**src/mem_stage_cfg.svh**
```systemverilog
`ifndef MEM_STAGE_CFG_SVH
`define MEM_STAGE_CFG_SVH

// Datapath widths, fixed by RV32
`define MEM_XLEN   32
`define MEM_RD_W   5
`define MEM_STRB_W 4

// Result source codes as decoded upstream
`define MEM_RES_ALU 3'b000
`define MEM_RES_MEM 3'b001
`define MEM_RES_PC4 3'b010
`define MEM_RES_TGT 3'b011
`define MEM_RES_M   3'b100

// Trap cause raised by this stage
`define MEM_TRAP_LDST_MISALIGN 2'b10

// Access size in funct3[1:0]
`define MEM_SZ_B 2'b00
`define MEM_SZ_H 2'b01
`define MEM_SZ_W 2'b10

// funct3[2] set means LBU/LHU
`define MEM_LD_UNSIGNED_BIT 2

`endif

```
**src/mem_stage_pkg.sv**
```systemverilog
`default_nettype none

`include "mem_stage_cfg.svh"

package mem_stage_pkg;

  // Basic vector types
  typedef logic [`MEM_XLEN-1:0]   xlen_t;
  typedef logic [`MEM_RD_W-1:0]   reg_idx_t;
  typedef logic [`MEM_STRB_W-1:0] strb_t;
  typedef logic [2:0]             funct3_t;
  typedef logic [2:0]             res_src_t;
  typedef logic [1:0]             trap_code_t;

  // Execute stage to memory stage
  typedef struct packed {
    logic       reg_write;
    logic       mem_read;
    logic       mem_write;
    res_src_t   res_src;
    reg_idx_t   rd;
    funct3_t    funct3;
    xlen_t      alu_result;  // also the effective address
    xlen_t      rs2_data;    // store data
    xlen_t      pc_plus4;
    xlen_t      jb_tgt;
    xlen_t      m_result;
    logic       trap;
    trap_code_t trap_code;
  } mem_op_t;

  // SRAM-style data memory port, read data returns same cycle
  typedef struct packed {
    logic  ren;
    xlen_t raddr;
    logic  we;
    xlen_t waddr;
    xlen_t wdata;
    strb_t wstrb;
  } dmem_req_t;

  // Memory stage to write-back stage
  typedef struct packed {
    logic       reg_write;
    logic       trap;
    trap_code_t trap_code;
    res_src_t   res_src;
    reg_idx_t   rd;
    funct3_t    funct3;
    xlen_t      alu_result;
    xlen_t      ld_data;
    xlen_t      pc_plus4;
    xlen_t      jb_tgt;
    xlen_t      m_result;
  } wb_bundle_t;

endpackage

`default_nettype wire

```
**src/mem_store_fmt.sv**
```systemverilog
`default_nettype none

`include "mem_stage_cfg.svh"

module mem_store_fmt (
  input  mem_stage_pkg::funct3_t funct3_i,
  input  logic [1:0]             addr_lo_i,
  input  mem_stage_pkg::xlen_t   data_i,
  output mem_stage_pkg::xlen_t   wdata_o,
  output mem_stage_pkg::strb_t   wstrb_o
);

  // ================================================
  // Lane replication
  // ================================================

  // Memory picks the live lanes from the strobes, so the source
  // byte or halfword is copied to every lane it could land in
  always_comb begin
    case (funct3_i[1:0])
      `MEM_SZ_B: begin
        wdata_o = {4{data_i[7:0]}};
      end
      `MEM_SZ_H: begin
        wdata_o = {2{data_i[15:0]}};
      end
      default: begin
        wdata_o = data_i;
      end
    endcase
  end

  // ================================================
  // Byte strobes
  // ================================================

  always_comb begin
    case (funct3_i[1:0])
      `MEM_SZ_B: begin
        // One lane at the byte offset
        wstrb_o = mem_stage_pkg::strb_t'(1) << addr_lo_i;
      end
      `MEM_SZ_H: begin
        // Upper or lower half, bit 0 is a misalignment and ignored here
        if (addr_lo_i[1]) begin
          wstrb_o = 4'b1100;
        end else begin
          wstrb_o = 4'b0011;
        end
      end
      default: begin
        // Word store, all lanes
        wstrb_o = '1;
      end
    endcase
  end

endmodule

`default_nettype wire

```
**src/mem_load_fmt.sv**
```systemverilog
`default_nettype none

`include "mem_stage_cfg.svh"

module mem_load_fmt (
  input  mem_stage_pkg::funct3_t funct3_i,
  input  logic [1:0]             addr_lo_i,
  input  mem_stage_pkg::xlen_t   rdata_i,
  output mem_stage_pkg::xlen_t   data_o
);

  logic [7:0]  byte_sel;
  logic [15:0] half_sel;
  logic        unsigned_ld;
  logic        byte_sign;
  logic        half_sign;

  // ================================================
  // Lane select
  // ================================================

  // Addressed byte from the aligned read word
  always_comb begin
    case (addr_lo_i)
      2'd0: byte_sel = rdata_i[7:0];
      2'd1: byte_sel = rdata_i[15:8];
      2'd2: byte_sel = rdata_i[23:16];
      default: byte_sel = rdata_i[31:24];
    endcase
  end

  // Halfword by address bit 1
  assign half_sel = addr_lo_i[1] ? rdata_i[31:16] : rdata_i[15:0];

  // ================================================
  // Extension
  // ================================================

  // LBU and LHU zero extend
  assign unsigned_ld = funct3_i[`MEM_LD_UNSIGNED_BIT];

  // Fill bit, forced low for unsigned loads
  assign byte_sign = byte_sel[7] & ~unsigned_ld;
  assign half_sign = half_sel[15] & ~unsigned_ld;

  always_comb begin
    case (funct3_i[1:0])
      `MEM_SZ_B: begin
        data_o = {{(`MEM_XLEN - 8){byte_sign}}, byte_sel};
      end
      `MEM_SZ_H: begin
        data_o = {{(`MEM_XLEN - 16){half_sign}}, half_sel};
      end
      default: begin
        // LW, returned as read
        data_o = rdata_i;
      end
    endcase
  end

endmodule

`default_nettype wire

```
**src/mem_access_ctrl.sv**
```systemverilog
`default_nettype none

`include "mem_stage_cfg.svh"

module mem_access_ctrl (
  input  logic                     s_valid_i,
  input  logic                     stall_i,
  input  mem_stage_pkg::mem_op_t   op_i,
  output mem_stage_pkg::dmem_req_t dmem_req_o,
  output logic                     trap_o,
  output mem_stage_pkg::trap_code_t trap_code_o
);

  logic                 is_mem;
  logic                 misalign;
  logic                 req_en;
  mem_stage_pkg::xlen_t word_addr;
  mem_stage_pkg::xlen_t st_wdata;
  mem_stage_pkg::strb_t st_wstrb;

  // ================================================
  // Misalignment check
  // ================================================

  assign is_mem = op_i.mem_read | op_i.mem_write;

  // Bytes never misalign; halfwords need bit 0 clear,
  // words need both low bits clear
  always_comb begin
    misalign = 1'b0;
    if (is_mem) begin
      case (op_i.funct3[1:0])
        `MEM_SZ_H: misalign = op_i.alu_result[0];
        `MEM_SZ_W: misalign = |op_i.alu_result[1:0];
        default:   misalign = 1'b0;
      endcase
    end
  end

  // Upstream traps keep their own cause
  assign trap_o      = op_i.trap | misalign;
  assign trap_code_o = misalign ? `MEM_TRAP_LDST_MISALIGN : op_i.trap_code;

  // ================================================
  // Store formatting
  // ================================================

  mem_store_fmt u_store_fmt (
    .funct3_i  (op_i.funct3),
    .addr_lo_i (op_i.alu_result[1:0]),
    .data_i    (op_i.rs2_data),
    .wdata_o   (st_wdata),
    .wstrb_o   (st_wstrb)
  );

  // ================================================
  // Memory request
  // ================================================

  // No enables while stalled or for a trapping op
  assign req_en = s_valid_i & ~stall_i & ~trap_o;

  // Memory is word addressed, lane choice is in the strobes
  assign word_addr = {op_i.alu_result[`MEM_XLEN-1:2], 2'b00};

  always_comb begin
    dmem_req_o.ren   = req_en & op_i.mem_read;
    dmem_req_o.raddr = word_addr;
    dmem_req_o.we    = req_en & op_i.mem_write;
    dmem_req_o.waddr = word_addr;
    dmem_req_o.wdata = st_wdata;
    // Strobes only for stores
    dmem_req_o.wstrb = op_i.mem_write ? st_wstrb : '0;
  end

endmodule

`default_nettype wire

```
**src/mem_wb_reg.sv**
```systemverilog
`default_nettype none

module mem_wb_reg (
  input  logic                      clk,
  input  logic                      rst_n,
  input  logic                      s_valid_i,
  input  logic                      stall_i,
  input  mem_stage_pkg::wb_bundle_t next_i,
  output logic                      m_valid_o,
  output mem_stage_pkg::wb_bundle_t wb_o
);

  logic                      advance;
  logic                      bubble;
  logic                      valid_q;
  logic                      reg_write_q;
  logic                      trap_q;
  mem_stage_pkg::wb_bundle_t payload_q;

  // ================================================
  // Flow control
  // ================================================

  // Stage always accepts, only a stall holds it
  assign advance = ~stall_i;

  // Advancing with nothing valid inserts a bubble
  assign bubble = advance & ~s_valid_i;

  // ================================================
  // Control flags
  // ================================================

  // Flags that trigger action downstream, cleared on a bubble
  // so write-back can use them without checking valid
  always_ff @(posedge clk) begin
    if (!rst_n) begin
      valid_q     <= 1'b0;
      reg_write_q <= 1'b0;
      trap_q      <= 1'b0;
    end else if (bubble) begin
      valid_q     <= 1'b0;
      reg_write_q <= 1'b0;
      trap_q      <= 1'b0;
    end else if (advance) begin
      valid_q     <= 1'b1;
      reg_write_q <= next_i.reg_write;
      trap_q      <= next_i.trap;
    end
  end

  // ================================================
  // Payload
  // ================================================

  // Data fields load on every advance, stale after a bubble
  always_ff @(posedge clk) begin
    if (advance) begin
      payload_q <= next_i;
    end
  end

  // Flags from the control register override the payload copies
  always_comb begin
    wb_o           = payload_q;
    wb_o.reg_write = reg_write_q;
    wb_o.trap      = trap_q;
  end

  assign m_valid_o = valid_q;

endmodule

`default_nettype wire

```
**src/mem_stage.sv**
```systemverilog
`default_nettype none

`include "mem_stage_cfg.svh"

module mem_stage (
  input  logic                      clk,
  input  logic                      rst_n,

  // From execute
  input  logic                      s_valid_i,
  input  logic                      stall_i,
  input  mem_stage_pkg::mem_op_t    op_i,

  // Data memory, combinational read
  output mem_stage_pkg::dmem_req_t  dmem_req_o,
  input  mem_stage_pkg::xlen_t      dmem_rdata_i,

  // To write-back
  output logic                      m_valid_o,
  output mem_stage_pkg::wb_bundle_t wb_o,

  // Forwarding
  output mem_stage_pkg::xlen_t      result_o,
  output mem_stage_pkg::xlen_t      ld_data_o
);

  logic                       trap;
  mem_stage_pkg::trap_code_t  trap_code;
  mem_stage_pkg::xlen_t       ld_data;
  mem_stage_pkg::wb_bundle_t  next_wb;

  // ================================================
  // Access control and memory request
  // ================================================

  mem_access_ctrl u_access_ctrl (
    .s_valid_i   (s_valid_i),
    .stall_i     (stall_i),
    .op_i        (op_i),
    .dmem_req_o  (dmem_req_o),
    .trap_o      (trap),
    .trap_code_o (trap_code)
  );

  // ================================================
  // Load formatting
  // ================================================

  // Read data is same cycle, so format with current address
  mem_load_fmt u_load_fmt (
    .funct3_i  (op_i.funct3),
    .addr_lo_i (op_i.alu_result[1:0]),
    .rdata_i   (dmem_rdata_i),
    .data_o    (ld_data)
  );

  assign ld_data_o = ld_data;

  // ================================================
  // Forwarding result
  // ================================================

  // Loads forward through ld_data_o, so RES_MEM falls to the ALU value
  always_comb begin
    case (op_i.res_src)
      `MEM_RES_M:   result_o = op_i.m_result;
      `MEM_RES_PC4: result_o = op_i.pc_plus4;
      `MEM_RES_TGT: result_o = op_i.jb_tgt;
      `MEM_RES_ALU,
      `MEM_RES_MEM: result_o = op_i.alu_result;
      default:      result_o = op_i.alu_result;
    endcase
  end

  // ================================================
  // Write-back bundle
  // ================================================

  always_comb begin
    // A trapping op must not write the register file
    next_wb.reg_write  = op_i.reg_write & ~trap;
    next_wb.trap       = trap;
    next_wb.trap_code  = trap_code;
    next_wb.res_src    = op_i.res_src;
    next_wb.rd         = op_i.rd;
    next_wb.funct3     = op_i.funct3;
    next_wb.alu_result = op_i.alu_result;
    next_wb.ld_data    = ld_data;
    next_wb.pc_plus4   = op_i.pc_plus4;
    next_wb.jb_tgt     = op_i.jb_tgt;
    next_wb.m_result   = op_i.m_result;
  end

  mem_wb_reg u_wb_reg (
    .clk       (clk),
    .rst_n     (rst_n),
    .s_valid_i (s_valid_i),
    .stall_i   (stall_i),
    .next_i    (next_wb),
    .m_valid_o (m_valid_o),
    .wb_o      (wb_o)
  );

endmodule

`default_nettype wire

```
**config.mk**
```make
export PLATFORM = sky130hd
export DESIGN_NAME = mem_stage
export DESIGN_NICKNAME = d
export VERILOG_FILES = /design/src/mem_stage_pkg.sv /design/src/mem_store_fmt.sv /design/src/mem_load_fmt.sv /design/src/mem_access_ctrl.sv /design/src/mem_wb_reg.sv /design/src/mem_stage.sv
export VERILOG_INCLUDE_DIRS = /design/src
export SDC_FILE = /design/constraint.sdc
export NUM_CORES = 1
export LEC_CHECK = 0
export BUFFER_PORTS_ARGS = -buffer_cell sky130_fd_sc_hd__buf_2
export CORE_AREA = 2 2 213 215
export CTS_CLUSTER_SIZE = 40
export DETAILED_ROUTE_END_ITERATION = 8
export DIE_AREA = 0 0 215 217
export HOLD_SLACK_MARGIN = 0.08
export PLACE_DENSITY_LB_ADDON = 0.05
export SLEW_MARGIN = 20
export SYNTH_ARGS = -nofsm -noshare
export SYNTH_HDL_FRONTEND = slang
export SYNTH_SLANG_ARGS = --single-unit
export TNS_END_PERCENT = 1
```
**constraint.sdc**
```tcl
create_clock -name clk -period 4.4 [get_ports clk]
set_clock_uncertainty 0.05 [all_clocks]
set_input_delay 0.44 -clock clk [delete_from_list [all_inputs] [get_ports clk]]
set_output_delay 0.44 -clock clk [all_outputs]
set_load 0.02 [all_outputs]
```
==> results.md, run 1 <==
* Outcome: finished, final reports clean
* Yosys warnings at 0
* CP Max Fanout at 17
* H-tree Lvls at 4
* Hold path cells at 1
* P&R area growth vs syn at 52.8%
* Yosys cell types at 40
* CP required at 3910 ps
* RSZ-0062 raised after global routing: no
* Cts hold-fix bufs at 109
* Vias in the first global route at 7188
* Sw Ratio at 31.9%
* Ports at 555
* Endpoints failing hold at 0
* Port bufs at 550
* Type of origin of the critical path: input pin
* DRT Wirelength at 35700 µm
* Clk network pwr share at 33.4%
* Max-cap violations at 0
* DRT iter0 DRCs at 220
* Global-route wire length before repair at 50200 µm
* Peak Freq at 274 MHz
* # DRC at 0
* Layout cells sized above 1 at 53.2%
* Pins Over Slew Limit at 0
* Core area at 0.0447 mm²
* Placed insts at 1616
* Site Rows at 78
* Total power draw at 4.77 mW
* Hold EP: u_wb_reg.wb_o[85]
* Combinational power share at 24.0%
* Largest net degree at the start of global routing at 67
* Num CTS Buffers at 17
* Crit path max-delay family: buffers and inverters
* CTS tree: yes
* Register area share after synthesis at 64.1%
* Initial antenna violation count at 5
* Max VDD drop at 0.258 mV
* Root Buffer: clkbuf_16
* Tot GR Track Use at 15.0%
* CP max stage delay at 580 ps
* Clk sinks at 176
* Pwr per Cell Area at 380 mW/mm²
* NetSw at 1.52 mW
* Flop pwr share at 42.6%
* Critical path capture point type: primary output
* Worst R2R Start: u_wb_reg.trap_q
* Min cycle time layout at 3660 ps
* FF-to-FF path depth at 2
* ANT cells at 0
* Setup TNS at 0 ps
* CP max stage cell: or2_1
* DR WL/cell at 20.3 µm
* Clk buf depth at 2
* Clock latency on the worst-skew pair at 480 ps
* Worst reg2reg endpoint: u_wb_reg.trap_q
* Mapped Cells at 592
* Worst slew pin tran at 834 ps
* Finished Layout Cells at 1757
* Worst EP arrival at 3170 ps
* Post-synth EDFFs at 173
* Initial Util at 18.4%
* Top FF cell, synth: edfxtp_1
* Period utilization at 83.1%
* WP buf/inv at 4
* Die X at 215 µm
* Routed Antenna Nets at 0
* Syn Area/Cell at 13.9 µm²
* Reg-to-reg slack, setup at 3770 ps
* #FFs+latches synth at 176
* Final HPWL DP at 27000 µm
* Detailed-route via count at 7036
* Die H at 217 µm
* DRT Pass-1 Iters at 4
* Asr flop ratio synth at 0%
* Cell Area, Synth at 0.00820 mm²
* Core utilization of the finished layout at 28.0%
* Critical path class: in2out
* CP Cell Sequence: dlygate4sd3_1 > buf_2 > inv_1 > ha_1 > or2_1 > o21ai_2 > a221o_1 > buf_2
* RePlAce Congestion at 0.795
* FILL cells at 4852
* Leak Pwr at 5.59 nW
* GRT Residual Overflow at 0
* Final setup vio count at 0
* Post-CTS Setup Bufs at 0
* HP Class: in2reg
* Final net count at 1360
* Internal Power at 3.25 mW
* Worst relative slew slack at 44.4%
* Clock transition at path regs at 60 ps
* Most frequent CP cell: buf_2
* DIE AREA at 0.0467 mm²
* CTS-repair resized insts at 0
* Hold_sp: op_i[88]
* Via/cell ratio at 4.00
==> cell families (layout without fill, tap and decap cells) <==
kind of cell | after synthesis | in the layout | share of synthesized area (%)
other cells | 1 | 4 | 0.0457
buf+inv | 146 | 708 | 12.0
fa+ha+maj | 3 | 3 | 0.458
compound gates | 119 | 119 | 11.1
flops | 176 | 176 | 64.1
simple gates | 91 | 91 | 5.19
mux | 56 | 56 | 7.08
==> metal layers <==
| layer | global-route usage, % | vias to the layer above | share of wire, % |
|---|---|---|---|
| met5 | 0 | - | 0.16 |
| li1 | - | 3246 | - |
| met4 | 3.72 | 10 | 1.1 |
| met3 | 6.61 | 31 | 9.0 |
| met1 | 16.4 | 3433 | 38 |
| met2 | 26.6 | 316 | 52 |
==> how the worst max path moves through the flow <==
stage | end | cells past startpoint | from
detailed placement | ld_data_o[1] | 7 | op_i[164]
CTS | ld_data_o[0] | 8 | op_i[163]
floorplan | u_wb_reg.wb_o[0] | 1 | stall_i
finish | ld_data_o[0] | 8 | op_i[163]
global route | ld_data_o[1] | 8 | op_i[163]
global placement | ld_data_o[0] | 7 | op_i[164]
==> worst register-to-register path, stage by stage (launching register included) <==
cell and delay [ps]:
dfxtp_1 330, nor2_1 40, nor3_1 140
==> area by class of cell <==
cell class / count / area, µm² / share of cell area [%]
flip-flops and latches: 176 / 5260 / 41.9
repair buffers: 671 / 3950 / 31.5
multi-input cells: 273 / 1980 / 15.8
well taps: 600 / 751 / 5.99
clock buffers: 17 / 425 / 3.39
clock inverters: 15 / 155 / 1.24
inverters: 5 / 23.8 / 0.190
==> cell usage after synthesis, types with 2 or more instances <==
library cell	instances	share of area (%)
dfxtp_1	3	0.73
edfxtp_1	173	63
buf_6	3	0.41
mux2_2	16	2.2
clkbuf_1	18	0.82
nor2_1	38	1.7
o21ai_0	18	1.1
a22oi_1	10	0.92
and2_1	3	0.23
ha_1	3	0.46
buf_2	13	0.79
inv_1	4	0.18
a221o_1	38	4.6
a21oi_1	24	1.5
nand2b_1	5	0.38
a22o_1	13	1.4
buf_4	107	9.8
nor2b_1	5	0.38
mux2i_1	40	4.9
and3_1	7	0.53
o21ai_2	2	0.21
nand2_1	26	1.2
o211ai_1	6	0.55
==> cell usage in the layout, fill, tap and decap left out, types with 2 or more instances in the layout <==
cell type,instances
conb_1,4
edfxtp_1,173
nand2_1,26
mux2_2,16
nor2b_1,4
mux2i_1,40
o21ai_0,18
inv_1,3
clkinvlp_4,2
buf_2,550
o211ai_1,6
clkbuf_16,17
bufinv_16,2
buf_4,11
dlygate4sd3_1,109
inv_6,6
and2_1,3
dfxtp_1,3
a22o_1,13
a22oi_1,10
a21oi_1,24
and3_1,7
clkinv_1,4
nand2b_1,4
a221o_1,38
nor2_1,38
o21ai_2,2
ha_1,3
==> flip-flops by register name, summed over array words and instances, names as in the netlist <==
register,flops
u_wb_reg.m_valid_o,1
u_wb_reg.reg_write_q,1
u_wb_reg.trap_q,1
u_wb_reg.wb_o,173
==> stage by stage <==
stage	hold slack, ps	setup slack, ps	cell area, µm²
2_1_floorplan	404	35.0	8210
5_1_grt	96.2	512	12500
4_1_cts	82.0	694	12500
3_5_place_dp	397	1160	10900
3_3_place_gp	398	1160	10900
6_report	128	744	12500
==> power by group through the flow <==
stage          clock [mW]  sequential, mW  combinational, mW
2_1_floorplan           0            2.27              0.480
3_3_place_gp            0            2.07               1.09
3_5_place_dp            0            2.07               1.08
4_1_cts              1.67            2.03               1.17
5_1_grt              1.72            2.04               1.22
6_report             1.59            2.03               1.14
Power figures use the tool's default switching activity.
==> run 2, diff against run 1 <==
ABC_AREA = 1   (was default)
CORE_AREA = 2 2 218 220   (was 2 2 213 215)
DIE_AREA = 0 0 220 222   (was 0 0 215 217)
clock period = 3.6 ns   (was 4.4 ns; I/O delays follow)
==> results.md, run 2 <==
* CTS tree: yes
* NetSw at 1.83 mW
* Internal Power at 3.80 mW
* Pins Over Slew Limit at 0
* Detailed-route via count at 7544
* Critical path class: in2out
* DR WL/cell at 19.4 µm
* DRT iter0 DRCs at 389
* Final setup vio count at 0
* Top FF cell, synth: edfxtp_1
* Worst reg2reg endpoint: u_wb_reg.reg_write_q
* Total power draw at 5.63 mW
* Die X at 220 µm
* Largest cells by area after synthesis: edfxtp_1, buf_4, nand2_1, nand3_1, inv_1
* Clock latency on the worst-skew pair at 480 ps
* # DRC at 0
* Yosys cell types at 29
* Reg-to-reg slack, setup at 2430 ps
* H-tree Lvls at 4
* Final HPWL DP at 28600 µm
* Yosys warnings at 0
* Hold_sp: dmem_rdata_i[8]
* Site Rows at 79
* Type of origin of the critical path: input pin
* Endpoints failing hold at 0
* Tot GR Track Use at 15.3%
* Hold EP: u_wb_reg.wb_o[104]
* Largest net degree at the start of global routing at 88
* Hold path cells at 3
* Worst EP arrival at 2800 ps
* Combinational power share at 24.3%
* CTS-repair resized insts at 0
* Final net count at 1541
* Routed Antenna Nets at 0
* Port bufs at 550
* Placed insts at 1772
* Sw Ratio at 32.5%
* Most common cell in the netlist: nand2_1
* Number of flip-flops in the largest register at 173
* Initial Util at 17.6%
* RePlAce Congestion at 0.779
* Ports at 555
* Mapped Cells at 731
* Clk buf depth at 2
* Leak Pwr at 5.94 nW
* Global-route wire length before repair at 53100 µm
* DRT Wirelength at 37700 µm
* Asr flop ratio synth at 0%
* GRT Residual Overflow at 0
* Register area share after synthesis at 64.5%
* Vias in the first global route at 7767
* Initial antenna violation count at 1
* Post-synth top area share at 63.8%
* Synth cell count leaders: nand2_1, edfxtp_1, buf_4
* RSZ-0062 raised after global routing: no
* Cell Area, Synth at 0.00815 mm²
* Worst slew pin tran at 789 ps
* Clk network pwr share at 31.7%
* Worst relative slew slack at 47.3%
* DIE AREA at 0.0488 mm²
* #FFs+latches synth at 176
* Pwr per Cell Area at 440 mW/mm²
* Finished Layout Cells at 1947
* Most common cell after layout, fill and taps aside: buf_2
* Peak Freq at 312 MHz
* Die H at 222 µm
* Post-synth EDFFs at 173
* Flop pwr share at 44.0%
* Max-cap violations at 0
* FF-to-FF path depth at 3
* Max VDD drop at 0.196 mV
* Period utilization at 89.1%
* DRT Pass-1 Iters at 5
* Core area at 0.0463 mm²
* Via/cell ratio at 3.87
* Min cycle time layout at 3210 ps
* Cts hold-fix bufs at 141
* CP Max Fanout at 26
* Syn Area/Cell at 11.1 µm²
* Worst R2R Start: u_wb_reg.reg_write_q
* HP Class: in2reg
* Commonest cells after routing, fill and taps aside: buf_2, nand2_1, edfxtp_1
* Layout cells sized above 1 at 45.1%
* Largest area contributor in the netlist: edfxtp_1
* Clock transition at path regs at 70 ps
* Clk sinks at 176
* Num CTS Buffers at 17
* P&R area growth vs syn at 56.9%
* Worst hold slack at 170 ps
* CP required at 3190 ps
* Root Buffer: clkbuf_16
* Outcome: finished, final reports clean
* Setup TNS at 0 ps
* Critical path capture point type: primary output
* Post-CTS Setup Bufs at 0
## run 2: power groups by stage
stage	Combinational, mW	Clock, mW	Sequential, mW
after floorplan	0.530	0	2.76
after global placement	1.28	0	2.53
after detailed placement	1.27	0	2.53
after CTS	1.40	1.89	2.48
after global routing	1.47	1.96	2.49
final	1.37	1.78	2.48
## run 2: how the worst max path moves through the flow
stage	end	startpoint	cells past startpoint	slack [ps]
finish	ld_data_o[23]	op_i[163]	9	390
global route	ld_data_o[22]	op_i[163]	9	140
CTS	ld_data_o[23]	op_i[163]	9	320
detailed placement	ld_data_o[23]	op_i[164]	9	820
global placement	ld_data_o[12]	op_i[132]	7	800
floorplan	u_wb_reg.wb_o[0]	stall_i	1	270
## run 2: through the flow
stage	util [%]	area (µm²)	worst slack, ps
6_report	27.6	12800	392
5_1_grt	27.6	12800	138
4_1_cts	27.6	12800	315
3_5_place_dp	23.4	10800	820
3_3_place_gp	23.4	10800	796
2_1_floorplan	-	8160	268
## run 2: final cells by class
type                            count  area [µm²]
Tap cell                          607         759
Antenna cell                        2        5.00
Timing Repair Buffer              702        4270
Multi-Input combinational cell    382        1790
Sequential cell                   176        5260
Fill cell                        5105       33500
Clock buffer                       20         437
Clock inverter                     12        87.6
Inverter                           46         176
## run 2: logic make-up (layout without fill, tap and decap cells)
family,Yosys count,in the layout,share of synthesized area (%)
and+or+nand+nor,319,319,17.0
DFF,176,176,64.5
other,1,6,0.0460
AOI/OAI and AO/OA,56,56,4.32
adders and majority gates,3,3,0.461
buffers and inverters,176,780,13.7
## run 2: critical path, stage by stage
cell and delay, ps:
dlygate4sd3_1 520, buf_2 130, ha_1 270, inv_1 330
nand2_1 230, inv_2 460, nand2_1 120, nand3_1 130
buf_2 210
## run 2: layer usage
layer,part of all wire (%),routed length (µm),up-vias,GRT usage [%]
li1,-,-,3584,-
met3,8.4,3170,29,5.79
met2,51,19300,365,26.8
met5,0.034,13,-,0
met4,1.7,643,2,4.91
met1,39,14600,3564,16.9
==> run 3, diff against run 2 <==
clock period = 3.33 ns   (was 3.6 ns; I/O delays follow)
==> results.md, run 3 (synthesized netlist as in run 2, its figures left out) <==
* Outcome: finished, final reports clean
* FILL cells at 4987
* Worst slew pin tran at 1100 ps
* # DRC at 0
* Clock latency on the worst-skew pair at 480 ps
* Num CTS Buffers at 17
* DRT Wirelength at 37600 µm
* DRT iter0 DRCs at 319
* Initial Util at 17.6%
* Port bufs at 550
* Largest net degree at the start of global routing at 155
* Reg area at 0.00526 mm²
* Endpoints failing hold at 0
* Pwr per Cell Area at 491 mW/mm²
* Clock transition at path regs at 70 ps
* Min cycle time layout at 3080 ps
* DR WL/cell at 19.3 µm
* Setup TNS at 0 ps
* RSZ-0062 raised after global routing: no
* Post-CTS Setup Bufs at 0
* DRT Pass-1 Iters at 4
* Commonest cells after routing, fill and taps aside: buf_2, nand2_1, edfxtp_1
* Clk sinks at 176
* Reg-to-reg slack, setup at 2160 ps
* Number of flip-flops in the largest register at 173
* Max VDD drop at 0.258 mV
* DIE AREA at 0.0488 mm²
* Footprint of the multi-input gates at 0.00179 mm²
* Clk buf depth at 2
* Peak Freq at 325 MHz
* P&R area growth vs syn at 57.9%
* GRT Residual Overflow at 0
* Layout cells sized above 1 at 45.2%
* Most common cell after layout, fill and taps aside: buf_2
* Worst EP arrival at 2690 ps
* Post-placement cell area at 0.0108 mm²
* Global-route wire length before repair at 52900 µm
* Type of origin of the critical path: input pin
* Fin area at 0.0129 mm²
* CP Max Fanout at 26
* CP required at 2950 ps
* Site Rows at 79
* Max-cap violations at 0
* Period utilization at 92.4%
* RePlAce Congestion at 0.788
* Via/cell ratio at 3.85
* Leak Pwr at 5.98 nW
* Detailed-route via count at 7497
* HP Class: in2reg
* Final net count at 1542
* Pins Over Slew Limit at 0
* Ports at 555
* Final setup vio count at 0
* Final HPWL DP at 28400 µm
* Root Buffer: clkbuf_16
* FF-to-FF path depth at 3
* Routed Antenna Nets at 0
* Core area at 0.0463 mm²
* CTS tree: yes
* H-tree Lvls at 4
* Tot GR Track Use at 15.2%
* Hold path cells at 3
* Critical path class: in2out
* Initial antenna violation count at 2
* Die X at 220 µm
* Critical path capture point type: primary output
* Worst relative slew slack at 26.4%
* Vias in the first global route at 7767
* Die H at 222 µm
## run 3: worst max-delay path, stage by stage
cell and delay [ps]:
dlygate4sd3_1 520, buf_2 130, ha_1 270, inv_1 340, nand2_1 240, clkinv_2 390
nand2_1 100, nand3_1 120, buf_2 220
## run 3: metal layers
| metal | up-vias | track usage [%] | wire length [µm] |
|---|---|---|---|
| met3 | 35 | 5.45 | 3010 |
| met1 | 3516 | 16.9 | 14800 |
| met5 | - | 0 | 13 |
| li1 | 3591 | - | - |
| met2 | 353 | 26.8 | 19000 |
| met4 | 2 | 5.07 | 705 |
## run 3: layout make-up
| class | instances | area share (%) |
|---|---|---|
| antenna | 1 | 0.0195 |
| clock buffer | 21 | 3.42 |
| clock inverter | 11 | 1.21 |
| inverter | 46 | 1.38 |
| multi-input combinational | 382 | 13.9 |
| sequential | 176 | 40.9 |
| tap | 607 | 5.91 |
| timing repair buffer | 703 | 33.3 |
## run 3: worst paths after layout
| path | start | to |
|---|---|---|
| worst min-delay path | dmem_rdata_i[10] | u_wb_reg.wb_o[106] |
| worst max-delay path | op_i[163] | ld_data_o[17] |
| worst min register to register | u_wb_reg.m_valid_o | u_wb_reg.m_valid_o |
| worst max register to register | u_wb_reg.reg_write_q | u_wb_reg.reg_write_q |
## run 3: power breakdown
group          leakage [nW]  internal [mW]  switching [mW]  total [mW]
clock network         0.280           1.19           0.959        2.15
logic                  3.98          0.509           0.970        1.48
registers              1.72           2.64          0.0406        2.68
## run 3: repair_timing
action	in CTS	in global routing
hold buffers	141	0
gates resized for setup	0	1
setup endpoints to repair	0	5
hold endpoints to repair	140	0
## run 3: metrics by stage
stage / hold WS, ps / utilization, % / power, mW / setup WS [ps] / cells
2_1_floorplan: 382 / - / 3.56 / 24.8 / 734
3_3_place_gp: 406 / 23.5 / 4.11 / 655 / 1773
3_5_place_dp: 412 / 23.5 / 4.10 / 619 / 1773
4_1_cts: 95.8 / 27.8 / 6.44 / 112 / 1946
5_1_grt: 127 / 27.8 / 6.62 / 86.2 / 1946
6_report: 145 / 27.8 / 6.31 / 254 / 1947
